### src/common/tlb_cfg_pkg.sv
package tlb_cfg_pkg;

   // tlb geometry
   localparam int tlb_entries = 4;
   localparam int lg_entries  = $clog2(tlb_entries);

   // address widths
   localparam int va_width   = 64;
   localparam int pa_width   = 40;
   localparam int page_shift = 12;
   localparam int ppn_width  = pa_width - page_shift;

   // tag covers va bits 39 down to 12
   localparam int tag_width = 28;

   // counters and register bus
   localparam int cnt_width      = 32;
   localparam int cfg_width      = 32;
   localparam int cfg_addr_width = 2;

   // register map
   localparam logic [cfg_addr_width-1:0] reg_ctrl     = 2'd0;
   localparam logic [cfg_addr_width-1:0] reg_flush    = 2'd1;
   localparam logic [cfg_addr_width-1:0] reg_hits     = 2'd2;
   localparam logic [cfg_addr_width-1:0] reg_accesses = 2'd3;

endpackage

### src/common/pte_pkg.sv
package pte_pkg;

   // page sizes as encoded by the page walker
   typedef enum logic [1:0]
   {
      pg_1g  = 2'd0,
      pg_2m  = 2'd1,
      pg_4k  = 2'd2,
      pg_64k = 2'd3
   } pg_size_t;

   // leaf pte as returned by the walker
   typedef struct packed
   {
      logic [63:0] paddr;
      pg_size_t    pgsize;
      logic        dirty;
      logic        readable;
      logic        writable;
      logic        executable;
      logic        user;
   } page_walk_rsp_t;

   // kind of memory access behind a lookup
   typedef enum logic [1:0]
   {
      acc_load  = 2'd0,
      acc_store = 2'd1,
      acc_fetch = 2'd2
   } access_t;

   // privilege level of the access
   typedef enum logic [1:0]
   {
      priv_user  = 2'd0,
      priv_super = 2'd1,
      priv_mach  = 2'd3
   } priv_t;

endpackage
### src/common/tlb_rsp_if.sv
interface tlb_rsp_if;
   import tlb_cfg_pkg::*;

   // registered lookup result, valid the cycle after a request
   logic                hit;
   logic [pa_width-1:0] pa;
   logic                dirty;
   logic                readable;
   logic                writable;
   logic                executable;
   logic                user;
   logic                zero_page;

   modport tlb
   (
      output hit, pa, dirty, readable, writable, executable, user, zero_page
   );

   modport chk
   (
      input hit, pa, dirty, readable, writable, executable, user, zero_page
   );

endinterface

### src/hdl/mmu_xlate_top.sv
module mmu_xlate_top
(
   input  logic                                  clk,
   input  logic                                  reset,
   // lookup side
   input  logic                                  req,
   input  logic [tlb_cfg_pkg::va_width-1:0]       va,
   input  pte_pkg::access_t                      access,
   input  pte_pkg::priv_t                        priv,
   // fill side
   input  logic                                  fill,
   input  logic [tlb_cfg_pkg::va_width-1:0]       fill_va,
   input  pte_pkg::page_walk_rsp_t               fill_rsp,
   // register side
   input  logic                                  cfg_we,
   input  logic [tlb_cfg_pkg::cfg_addr_width-1:0] cfg_addr,
   input  logic [tlb_cfg_pkg::cfg_width-1:0]      cfg_wdata,
   output logic [tlb_cfg_pkg::cfg_width-1:0]      cfg_rdata,
   // results
   output logic                                  hit,
   output logic                                  miss,
   output logic                                  fault,
   output logic [tlb_cfg_pkg::pa_width-1:0]       pa,
   output logic                                  zero_page
);

   logic active;
   logic flush;

   tlb_rsp_if rsp_if ();

   tlb u_tlb
   (
      .clk      (clk),
      .reset    (reset),
      .active   (active),
      .flush    (flush),
      .req      (req),
      .va       (va),
      .fill     (fill),
      .fill_va  (fill_va),
      .fill_rsp (fill_rsp),
      .rsp      (rsp_if.tlb)
   );

   tlb_ctrl_regs u_tlb_ctrl_regs
   (
      .clk       (clk),
      .reset     (reset),
      .cfg_we    (cfg_we),
      .cfg_addr  (cfg_addr),
      .cfg_wdata (cfg_wdata),
      .cfg_rdata (cfg_rdata),
      .req       (req),
      .hit       (rsp_if.hit),
      .active    (active),
      .flush     (flush)
   );

   perm_check u_perm_check
   (
      .clk    (clk),
      .reset  (reset),
      .req    (req),
      .access (access),
      .priv   (priv),
      .rsp    (rsp_if.chk),
      .active (active),
      .miss   (miss),
      .fault  (fault)
   );

   // registered tlb result straight to the pins
   assign hit       = rsp_if.hit;
   assign pa        = rsp_if.pa;
   assign zero_page = rsp_if.zero_page;

endmodule

### src/hdl/perm_check.sv
module perm_check
(
   input  logic             clk,
   input  logic             reset,
   input  logic             req,
   input  pte_pkg::access_t access,
   input  pte_pkg::priv_t   priv,
   tlb_rsp_if.chk           rsp,
   input  logic             active,
   output logic             miss,
   output logic             fault
);
   import pte_pkg::*;

   logic    r_req;
   access_t r_access;
   priv_t   r_priv;
   logic    perm_err;

   always_ff @(posedge clk)
   begin
      if (reset)
      begin
         r_req <= 1'b0;
      end
      else
      begin
         r_req <= req;
      end
   end

   always_ff @(posedge clk)
   begin
      r_access <= access;
      r_priv   <= priv;
   end

   always_comb
   begin
      case (r_access)
         acc_load:  perm_err = !rsp.readable;
         acc_store: perm_err = !rsp.writable || !rsp.dirty;
         acc_fetch: perm_err = !rsp.executable;
         default:   perm_err = 1'b0;
      endcase
      // user code may only touch user pages
      if ((r_priv == priv_user) && !rsp.user)
      begin
         perm_err = 1'b1;
      end
      // supervisor never executes from user pages
      if ((r_priv == priv_super) && (r_access == acc_fetch) && rsp.user)
      begin
         perm_err = 1'b1;
      end
   end

   assign miss  = r_req && !rsp.hit;
   assign fault = r_req && rsp.hit && active && perm_err;

   // a tlb hit only ever answers a request from the previous cycle
   hit_after_req: assert property (@(posedge clk) disable iff (reset) rsp.hit |-> r_req);

endmodule

### src/hdl/tlb_ctrl_regs.sv
module tlb_ctrl_regs
(
   input  logic                                  clk,
   input  logic                                  reset,
   input  logic                                  cfg_we,
   input  logic [tlb_cfg_pkg::cfg_addr_width-1:0] cfg_addr,
   input  logic [tlb_cfg_pkg::cfg_width-1:0]      cfg_wdata,
   output logic [tlb_cfg_pkg::cfg_width-1:0]      cfg_rdata,
   input  logic                                  req,
   input  logic                                  hit,
   output logic                                  active,
   output logic                                  flush
);
   import tlb_cfg_pkg::*;

   logic                 r_req_d;
   logic                 cnt_clear;
   logic [cnt_width-1:0] r_hits;
   logic [cnt_width-1:0] r_accesses;

   // writing either counter clears both
   assign cnt_clear = cfg_we && ((cfg_addr == reg_hits) || (cfg_addr == reg_accesses));

   always_ff @(posedge clk)
   begin
      if (reset)
      begin
         active  <= 1'b0;
         flush   <= 1'b0;
         r_req_d <= 1'b0;
      end
      else
      begin
         if (cfg_we && (cfg_addr == reg_ctrl))
         begin
            active <= cfg_wdata[0];
         end
         flush   <= cfg_we && (cfg_addr == reg_flush) && cfg_wdata[0];
         // lines up with the registered tlb hit
         r_req_d <= req && active;
      end
   end

   always_ff @(posedge clk)
   begin
      if (reset || cnt_clear)
      begin
         r_hits     <= '0;
         r_accesses <= '0;
      end
      else if (r_req_d)
      begin
         r_accesses <= r_accesses + 1'b1;
         if (hit)
         begin
            r_hits <= r_hits + 1'b1;
         end
      end
   end

   always_comb
   begin
      case (cfg_addr)
         reg_ctrl:     cfg_rdata = cfg_width'(active);
         reg_hits:     cfg_rdata = cfg_width'(r_hits);
         reg_accesses: cfg_rdata = cfg_width'(r_accesses);
         default:      cfg_rdata = '0;
      endcase
   end

   // a flush write is a single strobe on the register bus
   flush_pulse: assert property (@(posedge clk) disable iff (reset) flush |=> !flush);

endmodule

### src/tlb/tlb.sv
module tlb
(
   input  logic                            clk,
   input  logic                            reset,
   input  logic                            active,
   input  logic                            flush,
   input  logic                            req,
   input  logic [tlb_cfg_pkg::va_width-1:0] va,
   input  logic                            fill,
   input  logic [tlb_cfg_pkg::va_width-1:0] fill_va,
   input  pte_pkg::page_walk_rsp_t         fill_rsp,
   tlb_rsp_if.tlb                          rsp
);
   import pte_pkg::*;
   import tlb_cfg_pkg::*;

   // entry storage
   logic [tlb_entries-1:0] r_valid;
   logic [tag_width-1:0]   r_tag [tlb_entries];
   pg_size_t               r_size [tlb_entries];
   logic [ppn_width-1:0]   r_ppn [tlb_entries];
   logic [tlb_entries-1:0] r_dirty;
   logic [tlb_entries-1:0] r_readable;
   logic [tlb_entries-1:0] r_writable;
   logic [tlb_entries-1:0] r_executable;
   logic [tlb_entries-1:0] r_user;

   logic [tlb_entries-1:0] line_hit;
   logic [lg_entries-1:0]  hit_idx;
   logic                   hit_any;
   pg_size_t               sel_size;
   logic [ppn_width-1:0]   sel_ppn;
   logic [pa_width-1:0]    pa_sel;
   logic [lg_entries-1:0]  r_repl;

   // per entry match, only the tag bits above the page offset count
   always_comb
   begin
      for (int i = 0; i < tlb_entries; i++)
      begin
         case (r_size[i])
            pg_1g:   line_hit[i] = r_valid[i] && (r_tag[i][27:18] == va[39:30]);
            pg_2m:   line_hit[i] = r_valid[i] && (r_tag[i][27:9] == va[39:21]);
            pg_64k:  line_hit[i] = r_valid[i] && (r_tag[i][27:4] == va[39:16]);
            default: line_hit[i] = r_valid[i] && (r_tag[i] == va[39:12]);
         endcase
      end
   end

   find_first_set u_find_first_set
   (
      .in  (line_hit),
      .y   (hit_idx),
      .any (hit_any)
   );

   assign sel_size = r_size[hit_idx];
   assign sel_ppn  = r_ppn[hit_idx];

   // page number above the offset, virtual offset below it
   always_comb
   begin
      case (sel_size)
         pg_1g:   pa_sel = {sel_ppn[ppn_width-1:18], va[29:0]};
         pg_2m:   pa_sel = {sel_ppn[ppn_width-1:9], va[20:0]};
         pg_64k:  pa_sel = {sel_ppn[ppn_width-1:4], va[15:0]};
         default: pa_sel = {sel_ppn, va[page_shift-1:0]};
      endcase
   end

   always_ff @(posedge clk)
   begin
      if (reset)
      begin
         rsp.hit       <= 1'b0;
         rsp.zero_page <= 1'b0;
      end
      else
      begin
         // bypass mode treats every request as a hit
         rsp.hit       <= active ? (req && hit_any) : req;
         rsp.zero_page <= (va[39:12] == '0);
      end
   end

   always_ff @(posedge clk)
   begin
      rsp.pa         <= active ? pa_sel : va[pa_width-1:0];
      rsp.dirty      <= r_dirty[hit_idx];
      rsp.readable   <= r_readable[hit_idx];
      rsp.writable   <= r_writable[hit_idx];
      rsp.executable <= r_executable[hit_idx];
      rsp.user       <= r_user[hit_idx];
   end

   // free running victim pointer, advances whether or not a fill happens
   always_ff @(posedge clk)
   begin
      if (reset)
      begin
         r_repl <= '0;
      end
      else if (r_repl == lg_entries'(tlb_entries - 1))
      begin
         r_repl <= '0;
      end
      else
      begin
         r_repl <= r_repl + 1'b1;
      end
   end

   always_ff @(posedge clk)
   begin
      if (reset || flush)
      begin
         r_valid <= '0;
      end
      else if (fill)
      begin
         r_valid[r_repl] <= 1'b1;
      end
   end

   always_ff @(posedge clk)
   begin
      if (fill)
      begin
         r_tag[r_repl]        <= fill_va[39:12];
         r_size[r_repl]       <= fill_rsp.pgsize;
         r_ppn[r_repl]        <= fill_rsp.paddr[pa_width-1:page_shift];
         r_dirty[r_repl]      <= fill_rsp.dirty;
         r_readable[r_repl]   <= fill_rsp.readable;
         r_writable[r_repl]   <= fill_rsp.writable;
         r_executable[r_repl] <= fill_rsp.executable;
         r_user[r_repl]       <= fill_rsp.user;
      end
   end

   // walker fills and register flushes come from different sources
   fill_flush_excl: assert property (@(posedge clk) disable iff (reset) !(fill && flush));

endmodule

### src/tlb/find_first_set.sv
module find_first_set
(
   input  logic [tlb_cfg_pkg::tlb_entries-1:0] in,
   output logic [tlb_cfg_pkg::lg_entries-1:0]  y,
   output logic                                any
);
   import tlb_cfg_pkg::*;

   // scan from the top so the lowest set line wins
   always_comb
   begin
      y = '0;
      for (int i = tlb_entries - 1; i >= 0; i--)
      begin
         if (in[i])
         begin
            y = lg_entries'(i);
         end
      end
   end

   assign any = |in;

endmodule

### config.mk
export PLATFORM = sky130hd
export DESIGN_NAME = mmu_xlate_top
export DESIGN_NICKNAME = d
export VERILOG_FILES = /design/src/common/tlb_cfg_pkg.sv /design/src/common/pte_pkg.sv /design/src/common/tlb_rsp_if.sv /design/src/hdl/mmu_xlate_top.sv /design/src/hdl/perm_check.sv /design/src/hdl/tlb_ctrl_regs.sv /design/src/tlb/tlb.sv /design/src/tlb/find_first_set.sv
export SDC_FILE = /design/constraint.sdc
export NUM_CORES = 1
export LEC_CHECK = 0
export BUFFER_PORTS_ARGS = -buffer_cell sky130_fd_sc_hd__buf_2
export CORE_UTILIZATION = 25
export CTS_BUF_LIST = sky130_fd_sc_hd__clkbuf_16
export DETAILED_ROUTE_END_ITERATION = 16
export PLACE_DENSITY = 0.53
export SETUP_SLACK_MARGIN = 0.2
export SYNTH_ARGS = -nofsm -noshare
export SYNTH_HDL_FRONTEND = slang
export SYNTH_SLANG_ARGS = --single-unit
### constraint.sdc
create_clock -name clk -period 4 [get_ports clk]
set_input_delay 0.8 -clock clk [delete_from_list [all_inputs] [get_ports clk]]
set_output_delay 0.8 -clock clk [all_outputs]
set_load 0.02 [all_outputs]
==> impl_metrics.env <==
export IMPL_status="finished clean"
export IMPL_required_ps=4440
export IMPL_startpoint="va[13]"
export IMPL_synthTopCellsByCount="252 x edfxtp_1, 125 x dfxtp_1, 122 x mux2i_1"
export IMPL_synthTopCellsByArea="edfxtp_1 49%, dfxtp_1 16%, mux2i_1 7.9%"
export IMPL_viasPerCell=4.35
export IMPL_drc=0
export IMPL_die_w_um=251
export IMPL_fill_cells=6074
export IMPL_drv_slew=0
export IMPL_synthFlopType="edfxtp_1"
export IMPL_skew_ps=41.7
export IMPL_sw_frac_of_total_pct=23.7
export IMPL_grt_overflow_total=0
export IMPL_period_needed_ps=3340
export IMPL_intPower_mw=6.84
export IMPL_slew_headroom_pct=50.5
export IMPL_fin_area_um2=18900
export IMPL_numCtsBuffers=45
export IMPL_rrSetupSlack_ps=710
export IMPL_cts_tree="done"
export IMPL_cts_resized=0
export IMPL_maxCapViolCount=0
export IMPL_max_freq_mhz=299
export IMPL_num_vias=9353
export IMPL_io_buffers=190
export IMPL_power_density_nw_per_um2=474
export IMPL_syn_nets=1373
export IMPL_drt_wirelength_per_cell_um=17.6
export IMPL_p_seq_share_pct=49.2
export IMPL_yosysMostFrequentCell="edfxtp_1"
export IMPL_hp_class="in -> reg"
export IMPL_ys_ff_latch=377
export IMPL_clkPwrFrac_pct=44.3
export IMPL_grt_pass1_vias=9405
export IMPL_async_flop_share_pct=0
export IMPL_antenna_found_initial=15
export IMPL_yosysTopAreaCell="edfxtp_1"
export IMPL_clockBufferDepth=3
export IMPL_cts_setup_buffers=0
export IMPL_ys_types=56
export IMPL_grt_max_degree=65
export IMPL_hold_buffers=0
export IMPL_combPwrFrac_pct=6.4
export IMPL_cp_start_kind="primary input"
export IMPL_synth_edf_count=252
export IMPL_final_hold_viol_count=0
export IMPL_core_um2=60800
export IMPL_ant_nets=0
export IMPL_pin_count=318
export IMPL_fp_row_count=90
export IMPL_path_class="in -> reg"
export IMPL_r2r_cells=10
export IMPL_setup_tns_final_ps=0
export IMPL_syn_area_um2=15500
export IMPL_yosysWarnings=0
export IMPL_clock_sinks=377
export IMPL_clkLatencyLatePin_ps=600
export IMPL_cp_end_kind="flip-flop"
export IMPL_yosysTopAreaCellShare_pct=48.7
export IMPL_htree_levels=2
export IMPL_die_h_um=251
export IMPL_leakage_nw=6.51
export IMPL_r2r_start="u_tlb.r_tag[2][1]$_DFFE_PP_"
export IMPL_routed_wl_um=37900
export IMPL_die_area_um2=63100
export IMPL_dpl_cell_area_um2=17400
export IMPL_crit_end="u_tlb.rsp.pa[14]$_DFF_P_"
export IMPL_gp_congestion=0.851
export IMPL_min_period_over_period_pct=83.5
export IMPL_drive_gt1_share_pct=23.6
export IMPL_postSynthCellCount=1125
export IMPL_yosysSeqAreaShare_pct=64.8
export IMPL_layout_nets=1574
export IMPL_finalSetupViolCount=0
export IMPL_cts_root_buf="clkbuf_16"
export IMPL_r2r_end="u_tlb.rsp.pa[14]$_DFF_P_"
export IMPL_drt_iter0_markers=503
export IMPL_clkSlewWorstSetupHoldPaths_ps=60
export IMPL_grt_pass1_wl_um=57500
export IMPL_cp_arrival_ps=3780
export IMPL_rsz0062_at_grt="no"
export IMPL_grt_total_usage_pct=12.1
export IMPL_irDropWorstVdd_mv=0.358
export IMPL_initial_utilization_pct=25.5
export IMPL_first_pass_iters=4
export IMPL_critical_path_max_fanout=6
export IMPL_areaGrowthSynthToFinish_pct=21.6
export IMPL_syn_avg_cell_area_um2=13.8
export IMPL_tightest_slew_ps=742
export IMPL_power_switching_mw=2.12
export IMPL_hpwl_um=25800
cell families after synthesis:
family,Yosys count,synth area share (%)
buf+inv,67,2.01
compound gates,70,3.28
simple gates,292,10.1
fa+ha+maj,6,0.483
mux,152,10.3
flops,377,64.8
xor+xnor,161,9.08
stage by stage:
step           setup WS [ps]  hold slack [ps]  utilization (%)  cells  total power [mW]
3_3_place_gp            74.1              472             28.7   2061              5.07
6_report                 659              315             31.1   2149              8.96
3_5_place_dp            69.4              473             28.7   2061              5.08
5_1_grt                  537              270             31.0   2145              9.32
4_1_cts                  658              264             31.0   2145              9.12
2_1_floorplan            814              443                -   1125              4.83
area by class of cell:
type                            count  area [µm²]  area share (%)
Antenna cell                        4        10.0          0.0530
Clock buffer                       45        1130            5.96
Clock inverter                     39         325            1.72
Inverter                            9        33.8           0.179
Multi-Input combinational cell    681        5180            27.4
Sequential cell                   377       10100            53.3
Tap cell                          782         978            5.18
Timing Repair Buffer              212        1170            6.17
worst min-delay path by stage:
stage                                              startpoint                             endpoint  cells past startpoint
after floorplan              u_tlb_ctrl_regs.flush$_SDFF_PP0_        u_tlb.r_valid[1]$_SDFFE_PP0P_                      1
after global placement             u_tlb.r_repl[0]$_SDFF_PP0_           u_tlb.r_repl[0]$_SDFF_PP0_                      1
after detailed placement  u_tlb_ctrl_regs.active$_SDFFE_PP0P_  u_tlb_ctrl_regs.active$_SDFFE_PP0P_                      2
after CTS                                             priv[1]       u_perm_check.r_priv[1]$_DFF_P_                      1
after global routing                                  priv[0]       u_perm_check.r_priv[0]$_DFF_P_                      1
final                                                 priv[0]       u_perm_check.r_priv[0]$_DFF_P_                      1
critical path, cell delays in order:
cell       delay (ps)
buf_2             160
xor2_1            180
nor4_1            440
o2111ai_1         230
o22a_1            260
o211ai_2          350
a211oi_1          140
a211o_1           370
a211oi_4          340
buf_12            160
mux2_2            340
metal layers:
metal / vias up / wire [µm] / global-route usage, %
met1: 4506 / 16300 / 14.8
met4: 14 / 1030 / 3.48
li1: 4503 / - / -
met5: - / 92 / 0
met3: 88 / 2490 / 3.55
met2: 242 / 18000 / 20.3
cells in the final DEF, fill, tap and decap left out, types with 3 or more instances in the layout:
| master | count |
|---|---|
| or3_1 | 15 |
| mux2i_1 | 122 |
| o22ai_2 | 3 |
| nand3_1 | 35 |
| and3_1 | 16 |
| nor3_1 | 22 |
| nor2b_1 | 35 |
| clkinv_1 | 12 |
| nor3b_1 | 3 |
| clkinv_2 | 6 |
| and4_1 | 4 |
| nor4_1 | 11 |
| bufinv_16 | 3 |
| a211oi_1 | 6 |
| ha_1 | 6 |
| dfxtp_1 | 125 |
| and2_1 | 8 |
| xor2_1 | 77 |
| nor2_1 | 66 |
| nand2_1 | 35 |
| edfxtp_1 | 252 |
| buf_12 | 4 |
| diode_2 | 4 |
| nand4_1 | 27 |
| buf_4 | 18 |
| inv_1 | 19 |
| buf_2 | 190 |
| mux2_2 | 21 |
| o2111ai_1 | 3 |
| o31a_1 | 4 |
| o21ai_0 | 12 |
| xnor2_1 | 84 |
| clkbuf_16 | 45 |
| a21oi_1 | 24 |
| mux2_4 | 9 |
| and2_4 | 4 |
state kept, by name, indices dropped and copies added (netlist names), 2 cells and up:
register and count:
u_tlb.rsp.pa 40, u_tlb.r_writable 4, u_tlb.r_tag 112, u_tlb.r_repl 2, u_tlb.r_size 8, u_tlb.r_dirty 4, u_perm_check.r_access 2, u_tlb_ctrl_regs.r_accesses 32
u_perm_check.r_priv 2, u_tlb.r_user 4, u_tlb_ctrl_regs.r_hits 32, u_tlb.r_ppn 112, u_tlb.r_valid 4, u_tlb.r_readable 4, u_tlb.r_executable 4
power groups by stage:
stage | Clock [mW] | Combinational (mW) | Sequential (mW)
3_5_place_dp | 0 | 0.589 | 4.50
6_report | 3.97 | 0.576 | 4.41
3_3_place_gp | 0 | 0.583 | 4.49
5_1_grt | 4.26 | 0.634 | 4.43
2_1_floorplan | 0 | 0.310 | 4.52
4_1_cts | 4.11 | 0.592 | 4.41
Power figures use the tool's default switching activity.
